[src/tile_pkg.sv]
package tile_pkg;

  // Bus widths
  localparam int WB_AW = 32;
  localparam int WB_DW = 32;
  localparam int WB_SW = 4;

  // RAM geometry
  localparam int MEM_WORDS = 1024;
  localparam int MEM_IDX_W = 10;

  // Top address nibble
  localparam logic [3:0] REGION_MEM  = 4'h0;
  localparam logic [3:0] REGION_UART = 4'h9;

  // 16550 register offsets, byte lane 0
  localparam logic [2:0] UART_THR = 3'd0;
  localparam logic [2:0] UART_IER = 3'd1;
  localparam logic [2:0] UART_LSR = 3'd5;
  localparam logic [2:0] UART_SCR = 3'd7;

  // THR empty and transmitter empty
  localparam logic [7:0] LSR_IDLE = 8'h60;

  // Masters, lowest index wins
  localparam int N_MASTERS = 3;
  localparam int M_DBG     = 0;
  localparam int M_DBUS    = 1;
  localparam int M_IBUS    = 2;

  typedef logic [WB_DW-1:0] wb_dat_t;
  typedef logic [WB_SW-1:0] wb_sel_t;

  typedef union packed {
    struct packed {
      logic [3:0]                     region;
      logic [WB_AW-4-MEM_IDX_W-3:0]   unused;
      logic [MEM_IDX_W-1:0]           idx;
      logic [1:0]                     byte_off;
    } mem;
    struct packed {
      logic [3:0]                     region;
      logic [WB_AW-4-3-3:0]           unused;
      logic [2:0]                     reg_off;
      logic [1:0]                     byte_off;
    } uart;
  } wb_adr_u;

endpackage

[src/wb_if.sv]
`timescale 1ns/100ps

interface wb_if import tile_pkg::*; ();

  wb_adr_u adr;
  wb_dat_t dat_w;
  wb_sel_t sel;
  logic    we;
  logic    cyc;
  logic    stb;
  wb_dat_t dat_r;
  logic    ack;
  logic    err;

  modport master (
    output adr, dat_w, sel, we, cyc, stb,
    input  dat_r, ack, err
  );

  modport slave (
    input  adr, dat_w, sel, we, cyc, stb,
    output dat_r, ack, err
  );

endinterface
[src/tile_uart_regs.sv]
`timescale 1ns/100ps

module tile_uart_regs import tile_pkg::*; (
  input  logic       wb_clk_i,
  input  logic       arst_n_i,
  wb_if.slave        bus_s,
  output logic [7:0] tx_byte_o,
  output logic       uart_irq_o
);

  logic [2:0] reg_off;
  logic       req;
  logic       ack_q;
  logic [7:0] thr_q;
  logic [7:0] ier_q;
  logic [7:0] scr_q;
  logic [7:0] rd_byte;
  logic [7:0] rd_q;

  assign reg_off = bus_s.adr.uart.reg_off;
  assign req     = bus_s.cyc && bus_s.stb && !ack_q;

  // Register writes, data lane 0
  always_ff @(posedge wb_clk_i or negedge arst_n_i) begin
    if (!arst_n_i) begin
      thr_q <= '0;
      ier_q <= '0;
      scr_q <= '0;
    end else if (req && bus_s.we) begin
      case (reg_off)
        UART_THR: thr_q <= bus_s.dat_w[7:0];
        UART_IER: ier_q <= bus_s.dat_w[7:0];
        UART_SCR: scr_q <= bus_s.dat_w[7:0];
        default: ;
      endcase
    end
  end

  always_comb begin
    case (reg_off)
      UART_THR: rd_byte = thr_q;
      UART_IER: rd_byte = ier_q;
      UART_LSR: rd_byte = LSR_IDLE;
      UART_SCR: rd_byte = scr_q;
      default:  rd_byte = '0;
    endcase
  end

  always_ff @(posedge wb_clk_i) begin
    if (req) begin
      rd_q <= rd_byte;
    end
  end

  always_ff @(posedge wb_clk_i or negedge arst_n_i) begin
    if (!arst_n_i) begin
      ack_q <= 1'b0;
    end else begin
      ack_q <= req;
    end
  end

  assign bus_s.dat_r = {{(WB_DW-8){1'b0}}, rd_q};
  assign bus_s.ack   = ack_q;
  assign bus_s.err   = 1'b0;

  assign tx_byte_o = thr_q;

  // Transmitter never busy, so ETBEI alone raises the line
  assign uart_irq_o = ier_q[1];

endmodule

[src/flat_wrapper.sv]
// flat-port wrapper written by rule: the top's interface ports become plain ports
module tile_uart_regs_flat import tile_pkg::*;
  (wb_clk_i, arst_n_i, tx_byte_o, uart_irq_o, bus_s_adr, bus_s_dat_w, bus_s_sel, bus_s_we, bus_s_cyc, bus_s_stb, bus_s_dat_r, bus_s_ack, bus_s_err);
  wb_if bus_s_i ();
  input  logic wb_clk_i;
  input  logic arst_n_i;
  output logic [7:0] tx_byte_o;
  output logic uart_irq_o;
  input wire logic [$bits(bus_s_i.adr)-1:0] bus_s_adr;
  input wire logic [$bits(bus_s_i.dat_w)-1:0] bus_s_dat_w;
  input wire logic [$bits(bus_s_i.sel)-1:0] bus_s_sel;
  input wire logic [$bits(bus_s_i.we)-1:0] bus_s_we;
  input wire logic [$bits(bus_s_i.cyc)-1:0] bus_s_cyc;
  input wire logic [$bits(bus_s_i.stb)-1:0] bus_s_stb;
  output wire logic [$bits(bus_s_i.dat_r)-1:0] bus_s_dat_r;
  output wire logic [$bits(bus_s_i.ack)-1:0] bus_s_ack;
  output wire logic [$bits(bus_s_i.err)-1:0] bus_s_err;
  assign bus_s_i.adr = bus_s_adr;
  assign bus_s_i.dat_w = bus_s_dat_w;
  assign bus_s_i.sel = bus_s_sel;
  assign bus_s_i.we = bus_s_we;
  assign bus_s_i.cyc = bus_s_cyc;
  assign bus_s_i.stb = bus_s_stb;
  assign bus_s_dat_r = bus_s_i.dat_r;
  assign bus_s_ack = bus_s_i.ack;
  assign bus_s_err = bus_s_i.err;
  tile_uart_regs u_core (.wb_clk_i(wb_clk_i), .arst_n_i(arst_n_i), .bus_s(bus_s_i), .tx_byte_o(tx_byte_o), .uart_irq_o(uart_irq_o));
endmodule
[config.mk]
export PLATFORM = sky130hd
export DESIGN_NAME = tile_uart_regs_flat
export DESIGN_NICKNAME = d
export VERILOG_FILES = /design/src/tile_pkg.sv /design/src/wb_if.sv /design/src/tile_uart_regs.sv /design/src/flat_wrapper.sv
export SDC_FILE = /design/constraint.sdc
export NUM_CORES = 1
export LEC_CHECK = 0
export BUFFER_PORTS_ARGS = -buffer_cell sky130_fd_sc_hd__buf_2
export CAP_MARGIN = 20
export CORE_ASPECT_RATIO = 0.5
export CORE_MARGIN = 10
export CORE_UTILIZATION = 40
export CTS_BUF_LIST = sky130_fd_sc_hd__clkbuf_16
export CTS_CLUSTER_SIZE = 8
export DETAILED_ROUTE_END_ITERATION = 7
export PLACE_DENSITY = 0.79
export SLEW_MARGIN = 20
export SYNTH_ARGS = -nofsm -noshare
export SYNTH_HDL_FRONTEND = slang
export SYNTH_SLANG_ARGS = --single-unit
[constraint.sdc]
create_clock -name wb_clk_i -period 1.82 [get_ports wb_clk_i]
set_input_delay 0.273 -clock wb_clk_i [delete_from_list [all_inputs] [get_ports wb_clk_i]]
set_output_delay 0.273 -clock wb_clk_i [all_outputs]
set_load 0.01 [all_outputs]
# ---- Yosys cells after proc, flatten, opt, wreduce, memory -nomap -nowiden
# Cells that the tools add are included.
dict set report word_totals {
  register_bits 33
  input_bits 73
  output_inout_bits 43
  word_cells 17
}
dict set report op_classes {
  eq_ne 3
  muxes 1
  reduce_logical 8
}
# operator count
set ops {}
lappend ops {{8-bit one-hot mux with 4 select lines} 1}
lappend ops {{3-bit == test, second input constant} 2}
lappend ops {{2-bit AND reduction} 3}
lappend ops {{3-bit by 1-bit == test with 1-bit output, second input constant} 1}
lappend ops {{1-bit logical AND} 3}
lappend ops {{3-bit zero test} 1}
lappend ops {{1-bit zero test} 1}

# ---- Logic depth before layout (Yosys ltp)
dict set report depth {
  ltp_word 4
  depth_mapped 5
  mapped_depth_nobuf 3
}

# ---- Least setup slack after synthesis
# OpenSTA, ideal clock, no wires.
dict set report synth_timing {
  kind {register to register}
  startpoint {reg u_core.ack_q (netlist: u_core.bus_s.ack)}
  endpoint {reg u_core.ier_q[0]}
  setup_time_ns 0.125
  arrival_ns 1.469
  required_time_ns 1.695
  setup_slack_ns 0.226
  path_stages_with_launch 5
  n_path_buf 1
  synth_period_minus_slack_ns 1.594
  path_cell_list {dfrtp_1 > nand4b_1 > or3_1 > buf_6 > mux2_4}
}
dict set report synth_between {
  elab_chain_len 4
}
# element line_no
set synth_lines {}
lappend synth_lines {{start: declaration} tile_uart_regs.sv:13} ;# logic ack_q;
lappend synth_lines {{start signal: assignment} tile_uart_regs.sv:59} ;# ack_q <= req;
lappend synth_lines {{1-bit zero test} tile_uart_regs.sv:21} ;# assign req = bus_s.cyc && bus_s.stb && !ack_q;
lappend synth_lines {{1-bit logical AND} tile_uart_regs.sv:21}
lappend synth_lines {{1-bit logical AND} tile_uart_regs.sv:29} ;# end else if (req && bus_s.we) begin
lappend synth_lines {{2-bit AND reduction (no source line)} --}
lappend synth_lines {{end signal: assignment} tile_uart_regs.sv:32} ;# UART_IER: ier_q <= bus_s.dat_w[7:0];
lappend synth_lines {{end: declaration} tile_uart_regs.sv:15} ;# logic [7:0] ier_q;
# No other way between the ends.
# A chain may end at the register's enable or synchronous reset.

# ---- Final worst setup path
dict set report layout_timing {
  startpoint {reg u_core.ack_q (netlist: u_core.bus_s.ack)}
  endpoint {reg u_core.ier_q[7]}
}
# Same word-level chain as after synthesis.

==> flow_results.org <==
** Outcome
- The run finished, with violations left.
- Violated checks :: negative hold slack

** Clock tree
- TritonCTS built the clock tree.
- Maximum number of buffers from clock root to sink :: 2
- CTS placed an instance of sky130_fd_sc_hd__clkbuf_16 at the clock tree root.
- Clock edge transition at the registers on the reported setup and hold paths :: 0.05 ns
- Cts hold-fix bufs :: 0
- Later-pin clock latency in the skew report :: roughly 0.28 ns
- The H-tree was split into 2 levels.
- Number of cells upsized or downsized after cts :: 0
- Clock buffer count from CTS :: 5
- Postcts setup bufs :: 0
- Clk sink count :: 33

** Yosys
- By area, the combinational part of the netlist is dominated by multiplexers.
- Sequential area share after synthesis :: 53.0%
- The Yosys step of the flow raised 0 warnings.
- Summed over all instances, the cell type with the most area after synthesis is sky130_fd_sc_hd__dfrtp_1.
- Adder-cell share of the synthesized area :: 0%
- After technology mapping, the gate count stands at 124.
- After Yosys synthesis, and, or, nand and nor cells account for 7.12% of the synthesized area.
- In the synthesized netlist, mux cells make up approximately 22% of the area.
- After synthesis the cells add up to 0.00163 sq mm.
- By area the synthesized netlist is led by sky130_fd_sc_hd__dfrtp_1 (38%), sky130_fd_sc_hd__edfxtp_1 (15%), sky130_fd_sc_hd__buf_4 (11%).
- Synth top area share :: 38.3%
- Mean cell area of the mapped netlist :: 13.2 sq um
- Xor/xnor cell area share of the yosys netlist :: 0%
- Flip-flop and latch count after synthesis :: 33
- Summing the areas of all compound-gate instances in the mapped netlist gives under 10% of the synthesized area.
- After synthesis, the netlist uses 23 different library cells.

** Global routing
- Total global routing overflow :: 0
- GRT Resource Usage Total :: 9.31%
- First-pass GRT wire length :: 5320 microns
- The via count of the first global-routing pass came to 1122.
- Largest net degree at the start of global routing :: 26
- The number of antenna violations at the first check in global routing was 0.

** Timing
- Derived from the worst setup path, the maximum achievable clock frequency is 566 MHz.
- Final setup violation count :: 0
- Subtracting the final worst setup slack from the clock period gives 1.77 ns.
- Measured against its own limit, the worst slew margin works out to around 63%.
- The number of pins exceeding their max-slew limit in the final report came to 0.
- Setup repair after global routing left no endpoint under its margin.
- The final count of hold timing violations was 25.
- Final period util :: 97.1%
- In the final timing run, aggregate negative setup slack is 0 ns.
- Worst slew pin tran :: approximately 0.56 ns
- Fin Clk Skew :: around 0.0042 ns
- The tightest hold path in the finished design has a slack of -0.0166 ns.

** Layout
- The net count of the finished layout is 239.
- Core occupancy in the finished layout :: 49.6%
- Fillers :: approximately 320
- The number of antenna diodes in the final layout is 0.
- Post-route cell area :: 0.00195 sq mm
- Synthesis-to-finish area growth :: 19.1%
- Multi-input combinational cell area :: 628 sq um
- Registers take between 800 and 900 sq um.
- Cells with a size suffix above 1 make up 44.9% of the layout.

** Min path
- The path class of the tightest hold or removal check is input port to async pin.

** Power and ir drop
- Highest ir drop seen on vdd :: 0.375 mV
- Static leakage power :: approximately 1 nW
- Cell internal pwr :: 1.68 mW
- Clock power share :: 42.5%
- Switching power summed over all nets :: between 500 and 600 uW
- Share of power burned in combinational logic :: between 10% and 20%
- Dividing total power by cell area gives a power density of 1120 mW/mm^2.
- In this run, flip-flops and latches consume 42.9% of the power.
- Of the total power, the share spent switching nets is 23.4%.

** Floorplanning
- Core area :: 0.00392 sq mm
- For this configuration, the core starts out at a cell density of 41.6%.
- The die covers 0.00720 sq mm.
- Die extent in x :: 110 microns
- 116 I/O pins were placed.
- The floorplan has 16 rows.
- The floorplan step set the die height to 65.2 microns.

** Setup path
- Max FO, Critical Path :: 8
- The worst setup path is captured at a flop.
- STA classifies the critical path startpoint as a flop.
- Data on the critical path is required at its endpoint by 1.98 ns.
- The setup path with the least slack is of type flop to flop.
- CP arrival :: roughly 1.9 ns

** Placed design
- The congestion estimate from routability-driven global placement came to 0.796.
- Cell Area, Placed :: 0.00178 sq mm
- Number of I/O port buffers :: 33
- Once detailed placement completed, the half-perimeter wirelength came to 2600 microns.

** Route
- In the final routed layout, each cell accounts on average for around 15 microns.
- WL final :: 3410 microns
- In the routed design, unresolved DRC markers number 0.
- For this run, the detailed router's first-pass iteration total came to 4.
- Using the TritonRoute via totals, the vias-per-cell ratio works out to 4.68.
- Detailed-route via count :: 1035
- ANT nets after route :: 0
- The detailed router finished its first iteration with 41 violations.

** Run
- The tool flagged a number of max-cap violations equal to 0.
[placed cells by master, fill, tap and decap left out, types with 2 or more instances in the layout]
| cell type | synthesis | routed |
|---|---|---|
| sky130_fd_sc_hd__o21ai_0 | 8 | 8 |
| sky130_fd_sc_hd__nor2_1 | 3 | 3 |
| sky130_fd_sc_hd__nand2_1 | 8 | 8 |
| sky130_fd_sc_hd__dfrtp_1 | 25 | 25 |
| sky130_fd_sc_hd__conb_1 | 1 | 25 |
| sky130_fd_sc_hd__clkbuf_16 | 0 | 5 |
| sky130_fd_sc_hd__mux2_4 | 8 | 8 |
| sky130_fd_sc_hd__a2bb2oi_1 | 2 | 2 |
| sky130_fd_sc_hd__buf_4 | 25 | 7 |
| sky130_fd_sc_hd__buf_2 | 1 | 33 |
| sky130_fd_sc_hd__mux2i_1 | 6 | 6 |
| sky130_fd_sc_hd__edfxtp_1 | 8 | 8 |
| sky130_fd_sc_hd__mux2_2 | 16 | 16 |
| sky130_fd_sc_hd__inv_1 | 1 | 2 |
[worst max-delay path, cell delays in order, from the launching register on]
cell and delay (ns):
sky130_fd_sc_hd__dfrtp_1 0.38, sky130_fd_sc_hd__nand4b_1 0.27, sky130_fd_sc_hd__or3_1 0.61, sky130_fd_sc_hd__mux2_4 0.39
[state kept, by name (all words and copies together) (netlist names)]
signal	flops
u_core.ier_q	8
u_core.bus_s.ack	1
u_core.scr_q	8
u_core.rd_q	8
u_core.tx_byte_o	8
[layer usage]
layer  part of all wire, %  track usage, %
met1                    40            10.3
met5                     0               0
met2                    50            16.4
met4                   1.7            4.78
met3                   8.1            2.14
[per-stage QoR]
stage,instances,hold slack [ns],power [mW],worst slack [ns]
floorplan,148,-0.0226,1.18,0.226
global placement,213,0.287,1.25,0.0552
detailed placement,213,0.295,1.27,0.0592
CTS,221,0.00169,2.20,0.0622
global route,221,0.0245,2.27,0.00573
finish,221,-0.0166,2.19,0.0533
[final timing paths]
kind	startpoint	to	slack, ns	cells after the start
min in group wb_clk_i	bus_s_dat_w[1]	u_core.ier_q[1]	0.26	2
max	u_core.bus_s.ack	u_core.ier_q[7]	0.05	3
min	arst_n_i	u_core.tx_byte_o[1]	-0.02	1
max in group asynchronous	arst_n_i	u_core.scr_q[6]	1.47	1
max reg2reg	u_core.bus_s.ack	u_core.ier_q[7]	0.05	3
min reg2reg	u_core.scr_q[4]	u_core.scr_q[4]	0.52	1
[area by class of cell]
| type | instances | area share (%) |
|---|---|---|
| Clock inverter | 3 | 1.99 |
| Sequential cell | 33 | 44.5 |
| Tap cell | 54 | 3.47 |
| Timing Repair Buffer | 40 | 11.2 |
| Multi-Input combinational cell | 85 | 32.3 |
| Inverter | 1 | 0.193 |
| Clock buffer | 5 | 6.43 |
[synth_stat cells]
cell and n:
sky130_fd_sc_hd__nor4_4 1, sky130_fd_sc_hd__nor2_1 3, sky130_fd_sc_hd__a2bb2oi_1 2, sky130_fd_sc_hd__conb_1 1, sky130_fd_sc_hd__mux2_4 8, sky130_fd_sc_hd__or3_1 1
sky130_fd_sc_hd__buf_2 1, sky130_fd_sc_hd__nor3_1 1, sky130_fd_sc_hd__dfrtp_1 25, sky130_fd_sc_hd__and3_2 1, sky130_fd_sc_hd__buf_4 25, sky130_fd_sc_hd__buf_6 3
sky130_fd_sc_hd__nor2_2 1, sky130_fd_sc_hd__nand4b_1 1, sky130_fd_sc_hd__nand3_1 1, sky130_fd_sc_hd__nand2_1 8, sky130_fd_sc_hd__nand4_1 1, sky130_fd_sc_hd__edfxtp_1 8
sky130_fd_sc_hd__mux2i_1 6, sky130_fd_sc_hd__mux2_2 16, sky130_fd_sc_hd__or2_4 1, sky130_fd_sc_hd__inv_1 1, sky130_fd_sc_hd__o21ai_0 8
[logic make-up (layout without fill, tap and decap cells)]
kind of cell    after synthesis  count (layout)
simple gates                 20              20
other cells                   1              25
flops                        33              33
buf+inv                      30              49
mux                          30              30
compound gates               10              10
[power by group through the flow]
stage | clock network [mW] | logic (mW) | registers (mW)
final | 0.930 | 0.320 | 0.939
after global routing | 0.963 | 0.351 | 0.953
after CTS | 0.940 | 0.324 | 0.938
after detailed placement | 0 | 0.323 | 0.949
after global placement | 0 | 0.310 | 0.942
after floorplan | 0 | 0.226 | 0.959
(Power assumes the default switching activity.)
