[src/tile_pkg.sv]
package tile_pkg;

  // Bus widths
  localparam int WB_AW = 32;
  localparam int WB_DW = 32;
  localparam int WB_SW = 4;

  // RAM geometry
  localparam int MEM_WORDS = 1024;
  localparam int MEM_IDX_W = 10;

  // Top address nibble
  localparam logic [3:0] REGION_MEM  = 4'h0;
  localparam logic [3:0] REGION_UART = 4'h9;

  // 16550 register offsets, byte lane 0
  localparam logic [2:0] UART_THR = 3'd0;
  localparam logic [2:0] UART_IER = 3'd1;
  localparam logic [2:0] UART_LSR = 3'd5;
  localparam logic [2:0] UART_SCR = 3'd7;

  // THR empty and transmitter empty
  localparam logic [7:0] LSR_IDLE = 8'h60;

  // Masters, lowest index wins
  localparam int N_MASTERS = 3;
  localparam int M_DBG     = 0;
  localparam int M_DBUS    = 1;
  localparam int M_IBUS    = 2;

  typedef logic [WB_DW-1:0] wb_dat_t;
  typedef logic [WB_SW-1:0] wb_sel_t;

  typedef union packed {
    struct packed {
      logic [3:0]                     region;
      logic [WB_AW-4-MEM_IDX_W-3:0]   unused;
      logic [MEM_IDX_W-1:0]           idx;
      logic [1:0]                     byte_off;
    } mem;
    struct packed {
      logic [3:0]                     region;
      logic [WB_AW-4-3-3:0]           unused;
      logic [2:0]                     reg_off;
      logic [1:0]                     byte_off;
    } uart;
  } wb_adr_u;

endpackage

[src/wb_if.sv]
`timescale 1ns/100ps

interface wb_if import tile_pkg::*; ();

  wb_adr_u adr;
  wb_dat_t dat_w;
  wb_sel_t sel;
  logic    we;
  logic    cyc;
  logic    stb;
  wb_dat_t dat_r;
  logic    ack;
  logic    err;

  modport master (
    output adr, dat_w, sel, we, cyc, stb,
    input  dat_r, ack, err
  );

  modport slave (
    input  adr, dat_w, sel, we, cyc, stb,
    output dat_r, ack, err
  );

endinterface
[src/tile_bus_ctrl.sv]
`timescale 1ns/100ps

module tile_bus_ctrl import tile_pkg::*; (
  input  logic                    wb_clk_i,
  input  logic                    arst_n_i,
  input  logic    [N_MASTERS-1:0] cyc_i,
  input  logic    [N_MASTERS-1:0] stb_i,
  input  logic    [N_MASTERS-1:0] we_i,
  input  wb_adr_u [N_MASTERS-1:0] adr_i,
  input  wb_dat_t [N_MASTERS-1:0] dat_i,
  input  wb_sel_t [N_MASTERS-1:0] sel_i,
  output wb_dat_t [N_MASTERS-1:0] dat_o,
  output logic    [N_MASTERS-1:0] ack_o,
  output logic    [N_MASTERS-1:0] err_o,
  wb_if.master                    ram_m,
  wb_if.master                    uart_m
);

  logic [N_MASTERS-1:0] req;
  logic [N_MASTERS-1:0] gnt_q;
  logic [N_MASTERS-1:0] gnt_nxt;
  logic                 gnt_any;
  wb_adr_u              m_adr;
  wb_dat_t              m_dat;
  wb_sel_t              m_sel;
  logic                 m_we;
  logic                 m_cyc;
  logic                 m_stb;
  logic                 hit_mem;
  logic                 hit_uart;
  logic                 unmapped;
  logic                 err_q;
  wb_dat_t              rsp_dat;
  logic                 rsp_ack;
  logic                 rsp_err;

  //////////////////////////////////////////////////
  // Fixed priority arbiter
  //////////////////////////////////////////////////
  assign req     = cyc_i & stb_i;
  assign gnt_any = |gnt_q;

  always_comb begin
    gnt_nxt = '0;
    if (req[M_DBG]) begin
      gnt_nxt[M_DBG] = 1'b1;
    end else if (req[M_DBUS]) begin
      gnt_nxt[M_DBUS] = 1'b1;
    end else if (req[M_IBUS]) begin
      gnt_nxt[M_IBUS] = 1'b1;
    end
  end

  // Held until the owner drops cyc
  always_ff @(posedge wb_clk_i or negedge arst_n_i) begin
    if (!arst_n_i) begin
      gnt_q <= '0;
    end else if (!gnt_any) begin
      gnt_q <= gnt_nxt;
    end else if (!m_cyc) begin
      gnt_q <= '0;
    end
  end

  // Granted master onto the shared request path
  always_comb begin
    m_adr = '0;
    m_dat = '0;
    m_sel = '0;
    m_we  = 1'b0;
    m_cyc = 1'b0;
    m_stb = 1'b0;
    for (int i = 0; i < N_MASTERS; i++) begin
      if (gnt_q[i]) begin
        m_adr = adr_i[i];
        m_dat = dat_i[i];
        m_sel = sel_i[i];
        m_we  = we_i[i];
        m_cyc = cyc_i[i];
        m_stb = stb_i[i];
      end
    end
  end

  //////////////////////////////////////////////////
  // Address decode and slave requests
  //////////////////////////////////////////////////
  assign hit_mem  = (m_adr.mem.region == REGION_MEM);
  assign hit_uart = (m_adr.uart.region == REGION_UART);
  assign unmapped = !hit_mem && !hit_uart;

  assign ram_m.adr   = m_adr;
  assign ram_m.dat_w = m_dat;
  assign ram_m.sel   = m_sel;
  assign ram_m.we    = m_we;
  assign ram_m.cyc   = m_cyc && hit_mem;
  assign ram_m.stb   = m_stb && hit_mem;

  assign uart_m.adr   = m_adr;
  assign uart_m.dat_w = m_dat;
  assign uart_m.sel   = m_sel;
  assign uart_m.we    = m_we;
  assign uart_m.cyc   = m_cyc && hit_uart;
  assign uart_m.stb   = m_stb && hit_uart;

  // Unmapped region, one err pulse per request
  always_ff @(posedge wb_clk_i or negedge arst_n_i) begin
    if (!arst_n_i) begin
      err_q <= 1'b0;
    end else begin
      err_q <= m_cyc && m_stb && unmapped && !err_q;
    end
  end

  //////////////////////////////////////////////////
  // Response steering
  //////////////////////////////////////////////////
  assign rsp_dat = hit_uart ? uart_m.dat_r : ram_m.dat_r;
  assign rsp_ack = (hit_mem && ram_m.ack) || (hit_uart && uart_m.ack);
  assign rsp_err = err_q || (hit_mem && ram_m.err) || (hit_uart && uart_m.err);

  always_comb begin
    for (int i = 0; i < N_MASTERS; i++) begin
      dat_o[i] = gnt_q[i] ? rsp_dat : '0;
      ack_o[i] = gnt_q[i] && cyc_i[i] && rsp_ack;
      err_o[i] = gnt_q[i] && cyc_i[i] && rsp_err;
    end
  end

  a_gnt_onehot: assert property (@(posedge wb_clk_i) disable iff (!arst_n_i)
    $onehot0(gnt_q));

  a_rsp_excl: assert property (@(posedge wb_clk_i) disable iff (!arst_n_i)
    (ack_o & err_o) == '0);

  // Owner and its request stay put while waiting
  a_req_stable: assert property (@(posedge wb_clk_i) disable iff (!arst_n_i)
    (gnt_any && m_stb && !(|(ack_o | err_o))) |=>
      ($stable(gnt_q) && $stable(m_adr) && $stable(m_we) &&
       $stable(m_sel) && $stable(m_dat)));

endmodule

[src/flat_wrapper.sv]
// flat-port wrapper written by rule: the top's interface ports become plain ports
module tile_bus_ctrl_flat import tile_pkg::*;
  (wb_clk_i, arst_n_i, cyc_i, stb_i, we_i, adr_i, dat_i, sel_i, dat_o, ack_o, err_o, ram_m_adr, ram_m_dat_w, ram_m_sel, ram_m_we, ram_m_cyc, ram_m_stb, ram_m_dat_r, ram_m_ack, ram_m_err, uart_m_adr, uart_m_dat_w, uart_m_sel, uart_m_we, uart_m_cyc, uart_m_stb, uart_m_dat_r, uart_m_ack, uart_m_err);
  wb_if ram_m_i ();
  wb_if uart_m_i ();
  input  logic wb_clk_i;
  input  logic arst_n_i;
  input  logic    [N_MASTERS-1:0] cyc_i;
  input  logic    [N_MASTERS-1:0] stb_i;
  input  logic    [N_MASTERS-1:0] we_i;
  input  wb_adr_u [N_MASTERS-1:0] adr_i;
  input  wb_dat_t [N_MASTERS-1:0] dat_i;
  input  wb_sel_t [N_MASTERS-1:0] sel_i;
  output wb_dat_t [N_MASTERS-1:0] dat_o;
  output logic    [N_MASTERS-1:0] ack_o;
  output logic    [N_MASTERS-1:0] err_o;
  output wire logic [$bits(ram_m_i.adr)-1:0] ram_m_adr;
  output wire logic [$bits(ram_m_i.dat_w)-1:0] ram_m_dat_w;
  output wire logic [$bits(ram_m_i.sel)-1:0] ram_m_sel;
  output wire logic [$bits(ram_m_i.we)-1:0] ram_m_we;
  output wire logic [$bits(ram_m_i.cyc)-1:0] ram_m_cyc;
  output wire logic [$bits(ram_m_i.stb)-1:0] ram_m_stb;
  input wire logic [$bits(ram_m_i.dat_r)-1:0] ram_m_dat_r;
  input wire logic [$bits(ram_m_i.ack)-1:0] ram_m_ack;
  input wire logic [$bits(ram_m_i.err)-1:0] ram_m_err;
  output wire logic [$bits(uart_m_i.adr)-1:0] uart_m_adr;
  output wire logic [$bits(uart_m_i.dat_w)-1:0] uart_m_dat_w;
  output wire logic [$bits(uart_m_i.sel)-1:0] uart_m_sel;
  output wire logic [$bits(uart_m_i.we)-1:0] uart_m_we;
  output wire logic [$bits(uart_m_i.cyc)-1:0] uart_m_cyc;
  output wire logic [$bits(uart_m_i.stb)-1:0] uart_m_stb;
  input wire logic [$bits(uart_m_i.dat_r)-1:0] uart_m_dat_r;
  input wire logic [$bits(uart_m_i.ack)-1:0] uart_m_ack;
  input wire logic [$bits(uart_m_i.err)-1:0] uart_m_err;
  assign ram_m_adr = ram_m_i.adr;
  assign ram_m_dat_w = ram_m_i.dat_w;
  assign ram_m_sel = ram_m_i.sel;
  assign ram_m_we = ram_m_i.we;
  assign ram_m_cyc = ram_m_i.cyc;
  assign ram_m_stb = ram_m_i.stb;
  assign ram_m_i.dat_r = ram_m_dat_r;
  assign ram_m_i.ack = ram_m_ack;
  assign ram_m_i.err = ram_m_err;
  assign uart_m_adr = uart_m_i.adr;
  assign uart_m_dat_w = uart_m_i.dat_w;
  assign uart_m_sel = uart_m_i.sel;
  assign uart_m_we = uart_m_i.we;
  assign uart_m_cyc = uart_m_i.cyc;
  assign uart_m_stb = uart_m_i.stb;
  assign uart_m_i.dat_r = uart_m_dat_r;
  assign uart_m_i.ack = uart_m_ack;
  assign uart_m_i.err = uart_m_err;
  tile_bus_ctrl u_core (.wb_clk_i(wb_clk_i), .arst_n_i(arst_n_i), .cyc_i(cyc_i), .stb_i(stb_i), .we_i(we_i), .adr_i(adr_i), .dat_i(dat_i), .sel_i(sel_i), .dat_o(dat_o), .ack_o(ack_o), .err_o(err_o), .ram_m(ram_m_i), .uart_m(uart_m_i));
endmodule
[config.mk]
export PLATFORM = sky130hd
export DESIGN_NAME = tile_bus_ctrl_flat
export DESIGN_NICKNAME = d
export VERILOG_FILES = /design/src/tile_pkg.sv /design/src/wb_if.sv /design/src/tile_bus_ctrl.sv /design/src/flat_wrapper.sv
export SDC_FILE = /design/constraint.sdc
export NUM_CORES = 1
export LEC_CHECK = 0
export BUFFER_PORTS_ARGS = -buffer_cell sky130_fd_sc_hd__buf_2
export CORE_AREA = 2 2 203 205
export CTS_BUF_LIST = sky130_fd_sc_hd__clkbuf_8 sky130_fd_sc_hd__clkbuf_16
export DETAILED_ROUTE_END_ITERATION = 7
export DIE_AREA = 0 0 205 207
export PLACE_DENSITY = 0.34
export SLEW_MARGIN = 20
export SYNTH_ARGS = -nofsm -noshare
export SYNTH_HDL_FRONTEND = slang
export SYNTH_SLANG_ARGS = --single-unit
[constraint.sdc]
create_clock -name wb_clk_i -period 2.1 [get_ports wb_clk_i]
set_input_delay 0.525 -clock wb_clk_i [delete_from_list [all_inputs] [get_ports wb_clk_i]]
set_output_delay 0.525 -clock wb_clk_i [all_outputs]
set_load 0.05 [all_outputs]
Word level (Yosys, flattened, before mapping) --
Index checks and enable logic that the tools add are counted. Widths: inputs -> output; s select.
Cells by class: bitwise operators 1, multiplexer cells 29, equal/unequal tests 2, reduce and logical (&&, ||, !) cells 29
Operator list (count):
- $mux 32 | 10
- $logic_and 1x1->1 | 21
- $mux 1 | 13
- $mux 4 | 3
- $mux 3 | 2
- $eq 4x4->1 const B | 1
- $logic_not 4->1 | 1
- $and 3x3->3 | 1
- $logic_not 1->1 | 3
- $logic_or 1x1->1 | 3
- $reduce_or 3->1 | 1
- $mux 2 | 1
- $ne 2x2->1 const B | 1
Word-level totals: bits in registers 4, logic and storage cells 63, input port bits 283, output and inout bits 244

Longest topological paths before layout --
Gate-level depths: netlist of run 1.
depth in word-level cells 8, mapped depth 8, depth with buffers taken out 5

Least setup slack after synthesis of run 1 --
OpenSTA, ideal clock, no wires.
kind register to output, from register u_core.gnt_q[1], to output uart_m_adr[12], arrival time 2.884 ns, path buffers 4, cell stages (with the launch flop) 8, required time 1.575 ns, slack -1.309 ns, cell sequence dfrtp_1 > buf_4 > nor2b_1 > clkbuf_1 > buf_1 > a22oi_1 > o21ai_0 > buf_4
Between the ends: cells in the longest elaborated chain, start to end 2
Ends and longest elaborated chain:
- from (decl) | RTL line tile_bus_ctrl.sv:20 | logic [N_MASTERS-1:0] gnt_q;
- from (signal assigned) | RTL line tile_bus_ctrl.sv:59 | gnt_q <= gnt_nxt;
- $mux 32 (2 in a row) | RTL line tile_bus_ctrl.sv:74 | if (gnt_q[i]) begin
- to (decl) | RTL line flat_wrapper.sv:26 | output wire logic [$bits(uart_m_i.adr)-1:0] uart_m_adr;
Every way passes these cells.

==> flow_metrics.env, run 1 <==
export IMPL_synth_area_leader_cell="nor2b_1"
export IMPL_drtPass1Iterations=4
export IMPL_htreeDepth=1
export IMPL_synth_seq_cells=4
export IMPL_clkTransAtPathRegs_ns=0.03
export IMPL_hpwlAfterDp_um=18400
export IMPL_finalHoldViolCount=0
export IMPL_status="finished with violations"
export IMPL_root_buffer="clkbuf_16"
export IMPL_cp_data_arrival_time_ns=2.35
export IMPL_layout_nets=1293
export IMPL_grt_total_usage=0.0985
export IMPL_antenna_found_initial=0
export IMPL_die_area_sq_um=42400
export IMPL_ir_worst_vdd_mv=0.309
export IMPL_rows=74
export IMPL_wirelength_um=24700
export IMPL_drt_initial_drc_count=149
export IMPL_grt_pass1_wl_um=32500
export IMPL_die_h_um=207
export IMPL_io_pins=527
export IMPL_setup_slack_ns=-0.770
export IMPL_dp_slack_ns=-0.809
export IMPL_p_leak_uw=0.00431
export IMPL_ant_nets=0
export IMPL_remaining_drc_errors=0
export IMPL_vias_per_cell=3.64
export IMPL_critPathLaunchType="flop"
export IMPL_violations="negative setup slack"
export IMPL_cp_slowest_cell="dfrtp_4"
export IMPL_drv_slew=0
export IMPL_globalplace_congestion=0.791
export IMPL_min_period_ns=2.87
export IMPL_clock_skew_ns=0.00119
export IMPL_clock_path_buffers=2
export IMPL_ys_warn_count=0
export IMPL_setup_viol=239
export IMPL_max_freq_mhz=348
export IMPL_synth_top_cell_area_share=0.209
export IMPL_worstSetupEndpointType="primary output"
export IMPL_start_util=0.0784
export IMPL_drive_above_1_share=0.861
export IMPL_grt_max_degree=81
export IMPL_netlist_area_sq_um=3170
export IMPL_synth_cells=498
export IMPL_grt_setup_unrepaired="true"
export IMPL_cts_buffers=3
export IMPL_cp_max_fo=8
export IMPL_ys_types=27
export IMPL_diodes=0
export IMPL_synth_async_reset_ratio=1.00
export IMPL_power_total_uw=6940
export IMPL_maxSlewHeadroom=0.626
export IMPL_num_vias=5601
export IMPL_dieWidth_um=205
export IMPL_clkLatencyLatePin_ns=0.23
export IMPL_critPathKind="reg2out"
export IMPL_postCtsHoldBufs=0
export IMPL_core_sq_um=40400
export IMPL_synth_area_leaders="nor2b_1, buf_4, a22oi_1"
export IMPL_syn_to_final_growth_pct=225
export IMPL_powerDensity_nw_per_um2=676
export IMPL_path_cells="nand3b_1 -> a21oi_4 -> and4bb_4 -> buf_12 -> clkbuf_16 -> mux2i_1 -> buf_4 -> nor2b_4 -> buf_6"
export IMPL_syn_mean_instance_area_sq_um=6.36
export IMPL_numClockSinks=4
export IMPL_grt_overflow=0
export IMPL_tightest_slew_ns=0.546
export IMPL_timing_final_crit_share=1.37
export IMPL_io_buffers=526
export IMPL_grt_pass1_vias=5580
export IMPL_cp_required_ns=1.57
export IMPL_drv_cap=0
export IMPL_hold_class="in2async"
export IMPL_synthesis_nets=781
export IMPL_slowest_delay_ns=0.51
export IMPL_wl_per_cell_um=16.0
export IMPL_seq_area_frac_synth=0.0316
export IMPL_synth_ff_type="dfrtp_1"
export IMPL_cts_tree="yes"
export IMPL_synth_edf_count=0
routing by layer:
metal / part of all wire / global-route usage
met1: 0.36 / 0.107
met2: 0.55 / 0.200
met3: 0.074 / 0.0164
met4: 0.011 / 0.0129
met5: 0 / 0
sequential cells by signal (all words and copies together) (netlist names):
name and count:
u_core.err_q 1, u_core.gnt_q 3
cell usage after synthesis (2+ instances only):
| cell | count |
|---|---|
| a21oi_1 | 7 |
| nand2_1 | 72 |
| dfrtp_1 | 4 |
| mux2i_1 | 32 |
| nor2_1 | 9 |
| buf_6 | 5 |
| clkbuf_1 | 38 |
| a22oi_1 | 66 |
| buf_4 | 70 |
| buf_1 | 2 |
| nor2b_1 | 106 |
| nand3b_1 | 5 |
| a21oi_2 | 4 |
| o21ai_0 | 65 |
per-stage QoR:
| stage | cells | setup TNS, ns | util | instance area (sq um) | hold slack [ns] |
|---|---|---|---|---|---|
| finish | 1540 | -143.08 | 0.254 | 10300 | 0.0968 |
| global route | 1540 | -162.65 | 0.254 | 10300 | 0.105 |
| CTS | 1516 | -147.77 | 0.216 | 8720 | 0.0991 |
| detailed placement | 1499 | -113.88 | 0.189 | 7630 | 0.335 |
| global placement | 1499 | -114.73 | 0.189 | 7630 | 0.333 |
| floorplan | 498 | -82.50 | - | 4820 | 0.229 |
cell families after synthesis:
family | synth area share
flops | 0.0316
compound gates | 0.302
mux | 0.101
buf+inv | 0.231
simple gates | 0.334
where the power goes:
part	internal (uW)	switching [uW]	total, uW
Sequential	88.8	22.2	111
Combinational	2570	3960	6530
Clock	244	56.6	300
Total	2900	4040	6940
cells in the final DEF, fill, tap and decap left out, types with 2 or more instances in the layout:
cell	Yosys	layout
nor2_4	0	5
buf_16	0	4
a21oi_2	4	4
a22oi_2	0	66
mux2i_1	32	10
o21ai_4	0	64
clkbuf_4	0	6
nand2_1	72	72
buf_4	70	55
mux2i_2	0	2
nor2_1	9	4
nor2b_2	0	40
mux2i_4	0	20
buf_8	0	33
dfrtp_4	0	2
buf_6	5	191
a21oi_4	0	6
nor2b_1	106	38
clkbuf_16	0	9
buf_2	0	305
buf_12	0	22
nand3b_1	5	5
dfrtp_1	4	2
nor2b_4	0	28
worst max-delay path: cells and delay by family (launching register included):
family / cells / cell delay, ns
and+or+nand+nor: 3 / 0.60
muxes: 1 / 0.21
DFF: 1 / 0.51
AOI/OAI and AO/OA: 1 / 0.16
buffers and inverters: 4 / 0.63
worst paths after layout:
| kind | from | to | slack, ns | cells after the start |
|---|---|---|---|---|
| min | arst_n_i | u_core.err_q | 0.1 | 1 |
| min in group wb_clk_i | u_core.err_q | u_core.err_q | 0.56 | 1 |
| min reg2reg | u_core.err_q | u_core.err_q | 0.56 | 1 |
| max in group asynchronous | arst_n_i | u_core.gnt_q[2] | 1.87 | 1 |
| max reg2reg | u_core.gnt_q[1] | u_core.err_q | -0.01 | 12 |
| max | u_core.gnt_q[1] | dat_o[66] | -0.77 | 9 |
timing repair:
item                                    4_1_cts  5_1_grt
endpoints found under the setup margin      244      245
pin swaps                                    16       58
setup buffers                                11       23
resized for setup                           252      436
cloned                                        3        7
layout make-up:
| cell class | count | area, sq um |
|---|---|---|
| fill | 4338 | 30100 |
| timing repair buffer | 622 | 5330 |
| multi-input combinational | 379 | 4090 |
| tap | 532 | 666 |
| sequential | 4 | 108 |
| clock buffer | 3 | 75.1 |
No activity file was read; power rests on OpenSTA's default activity.
==> run 2, diff against run 1 <==
- CELL_PAD_IN_SITES_DETAIL_PLACEMENT: default -> 0
- CELL_PAD_IN_SITES_GLOBAL_PLACEMENT: default -> 1
- CORE_AREA: 2 2 203 205 -> 2 2 206 208
- DIE_AREA: 0 0 205 207 -> 0 0 208 210
- PLACE_DENSITY: 0.34 -> 0.5
==> flow_metrics.env, run 2 (synthesis gave the netlist of run 1 again) <==
export IMPL_globalplace_congestion=0.774
export IMPL_wl_met3_um=1680
export IMPL_cp_data_arrival_time_ns=2.37
export IMPL_p_leak_uw=0.00425
export IMPL_ir_worst_vdd_mv=0.397
export IMPL_maxSlewHeadroom=0.608
export IMPL_setup_viol=238
export IMPL_finalHoldViolCount=0
export IMPL_met1_length_um=8810
export IMPL_r2r_end="u_core.err_q"
export IMPL_biggestRegsByFlops="u_core.gnt_q: 3 flops, u_core.err_q: 1 flops"
export IMPL_critPathLaunchType="flop"
export IMPL_setup_slack_ns=-0.796
export IMPL_most_common_layout_cells="buf_2, buf_6, buf_4, nand2_1, o21ai_4"
export IMPL_switching_share=0.589
export IMPL_htreeDepth=1
export IMPL_antenna_found_initial=1
export IMPL_powerDensity_nw_per_um2=685
export IMPL_cp_max_fo=17
export IMPL_hold_class="in2async"
export IMPL_drv_slew=0
export IMPL_ant_nets=0
export IMPL_io_pins=527
export IMPL_status="finished with violations"
export IMPL_cts_tree="yes"
export IMPL_final_common_cell="buf_2"
export IMPL_wl_per_cell_um=15.7
export IMPL_numClockSinks=4
export IMPL_dp_cells=1521
export IMPL_top_layer_used="met5"
export IMPL_remaining_drc_errors=0
export IMPL_wirelength_um=24400
export IMPL_comb_power_share=0.940
export IMPL_hold_ws_ns=0.102
export IMPL_dieWidth_um=208
export IMPL_largest_register="u_core.gnt_q"
export IMPL_worstSetupEndpointType="primary output"
export IMPL_tightest_slew_ns=0.573
export IMPL_drv_cap=0
export IMPL_io_buffers=526
export IMPL_grt_pass1_vias=5637
export IMPL_syn_to_final_growth_pct=214
export IMPL_drt_initial_drc_count=197
export IMPL_clock_skew_ns=0.00197
export IMPL_max_freq_mhz=345
export IMPL_root_buffer="clkbuf_16"
export IMPL_start_util=0.0763
export IMPL_grt_overflow=0
export IMPL_critPathKind="reg2out"
export IMPL_grt_setup_unrepaired="true"
export IMPL_clkTransAtPathRegs_ns=0.03
export IMPL_cts_buffers=3
export IMPL_largest_reg_flops=3
export IMPL_seqPwrFrac=0.016
export IMPL_rows=75
export IMPL_clkLatencyLatePin_ns=0.22
export IMPL_violations="negative setup slack"
export IMPL_p_sw_uw=4010
export IMPL_min_period_ns=2.90
export IMPL_r2r_start="u_core.gnt_q[1]"
export IMPL_core_sq_um=41500
export IMPL_rrSetupSlack_ns=0.10
export IMPL_grt_pass1_wl_um=33100
export IMPL_reg2reg_depth=10
export IMPL_p_int_uw=2800
export IMPL_vias_per_cell=3.65
export IMPL_wl_met2_um=13700
export IMPL_drive_above_1_share=0.849
export IMPL_clock_path_buffers=2
export IMPL_die_area_sq_um=43700
export IMPL_cp_required_ns=1.57
export IMPL_die_h_um=210
export IMPL_clkPwrFrac=0.044
export IMPL_grt_max_degree=93
export IMPL_drtPass1Iterations=4
export IMPL_layout_nets=1296
export IMPL_hpwlAfterDp_um=19000
export IMPL_num_vias=5663
export IMPL_grt_total_usage=0.0955
export IMPL_timing_final_crit_share=1.38
export IMPL_diodes=0
export IMPL_final_cells=1551
[run 2: cell type report]
type	instances	area [sq um]
clock inverter	1	3.75
fill	4516	31500
clock buffer	3	75.1
tap	539	674
sequential	4	108
timing repair buffer	625	5010
multi-input combinational	379	4070
[run 2: per-layer routing]
metal | vias up | GRT usage
li1 | 2693 | -
met1 | 2650 | 0.106
met2 | 304 | 0.192
met3 | 14 | 0.0183
met4 | 2 | 0.00831
met5 | - | 0
[run 2: power groups by stage]
stage          registers, uW  clock network, uW  logic [uW]
5_1_grt                  114                314        6660
4_1_cts                  111                306        5750
3_5_place_dp             109                  0        5360
6_report                 111                300        6400
3_3_place_gp             109                  0        5380
2_1_floorplan           95.5                  0        4290
[run 2: worst max-delay path, stage by stage, from the launching register on]
cell,delay [ns]
dfrtp_4,0.51
nand3b_1,0.21
a21oi_4,0.16
and4bb_2,0.27
buf_12,0.16
buf_6,0.15
a221oi_4,0.31
buf_4,0.18
nor2_4,0.03
buf_6,0.15
[run 2: through the flow]
step / utilization / area, sq um / total power [uW] / TNS (ns) / setup WS [ns]
global placement: 0.190 / 7880 / 5490 / -118.62 / -0.945
global route: 0.240 / 9940 / 7080 / -153.55 / -0.868
CTS: 0.214 / 8860 / 6170 / -149.87 / -0.775
finish: 0.240 / 9940 / 6810 / -131.84 / -0.796
floorplan: - / 4820 / 4380 / -82.50 / -0.925
detailed placement: 0.190 / 7880 / 5470 / -118.58 / -0.949
[run 2: worst max path at each step]
stage	startpoint	end	slack, ns	cells after the start
2_1_floorplan	u_core.gnt_q[1]	dat_o[42]	-0.92	8
3_3_place_gp	adr_i[62]	dat_o[64]	-0.94	8
3_5_place_dp	adr_i[62]	dat_o[0]	-0.95	8
4_1_cts	u_core.gnt_q[1]	err_o[0]	-0.77	10
5_1_grt	u_core.gnt_q[1]	err_o[0]	-0.87	9
6_report	u_core.gnt_q[1]	err_o[0]	-0.80	9
[run 2: repair_timing]
action,in CTS,in global routing
pin swaps,7,51
hold buffers,0,0
endpoints found under the setup margin,236,247
gates resized for setup,207,372
buffers inserted,13,8
cloned,0,5
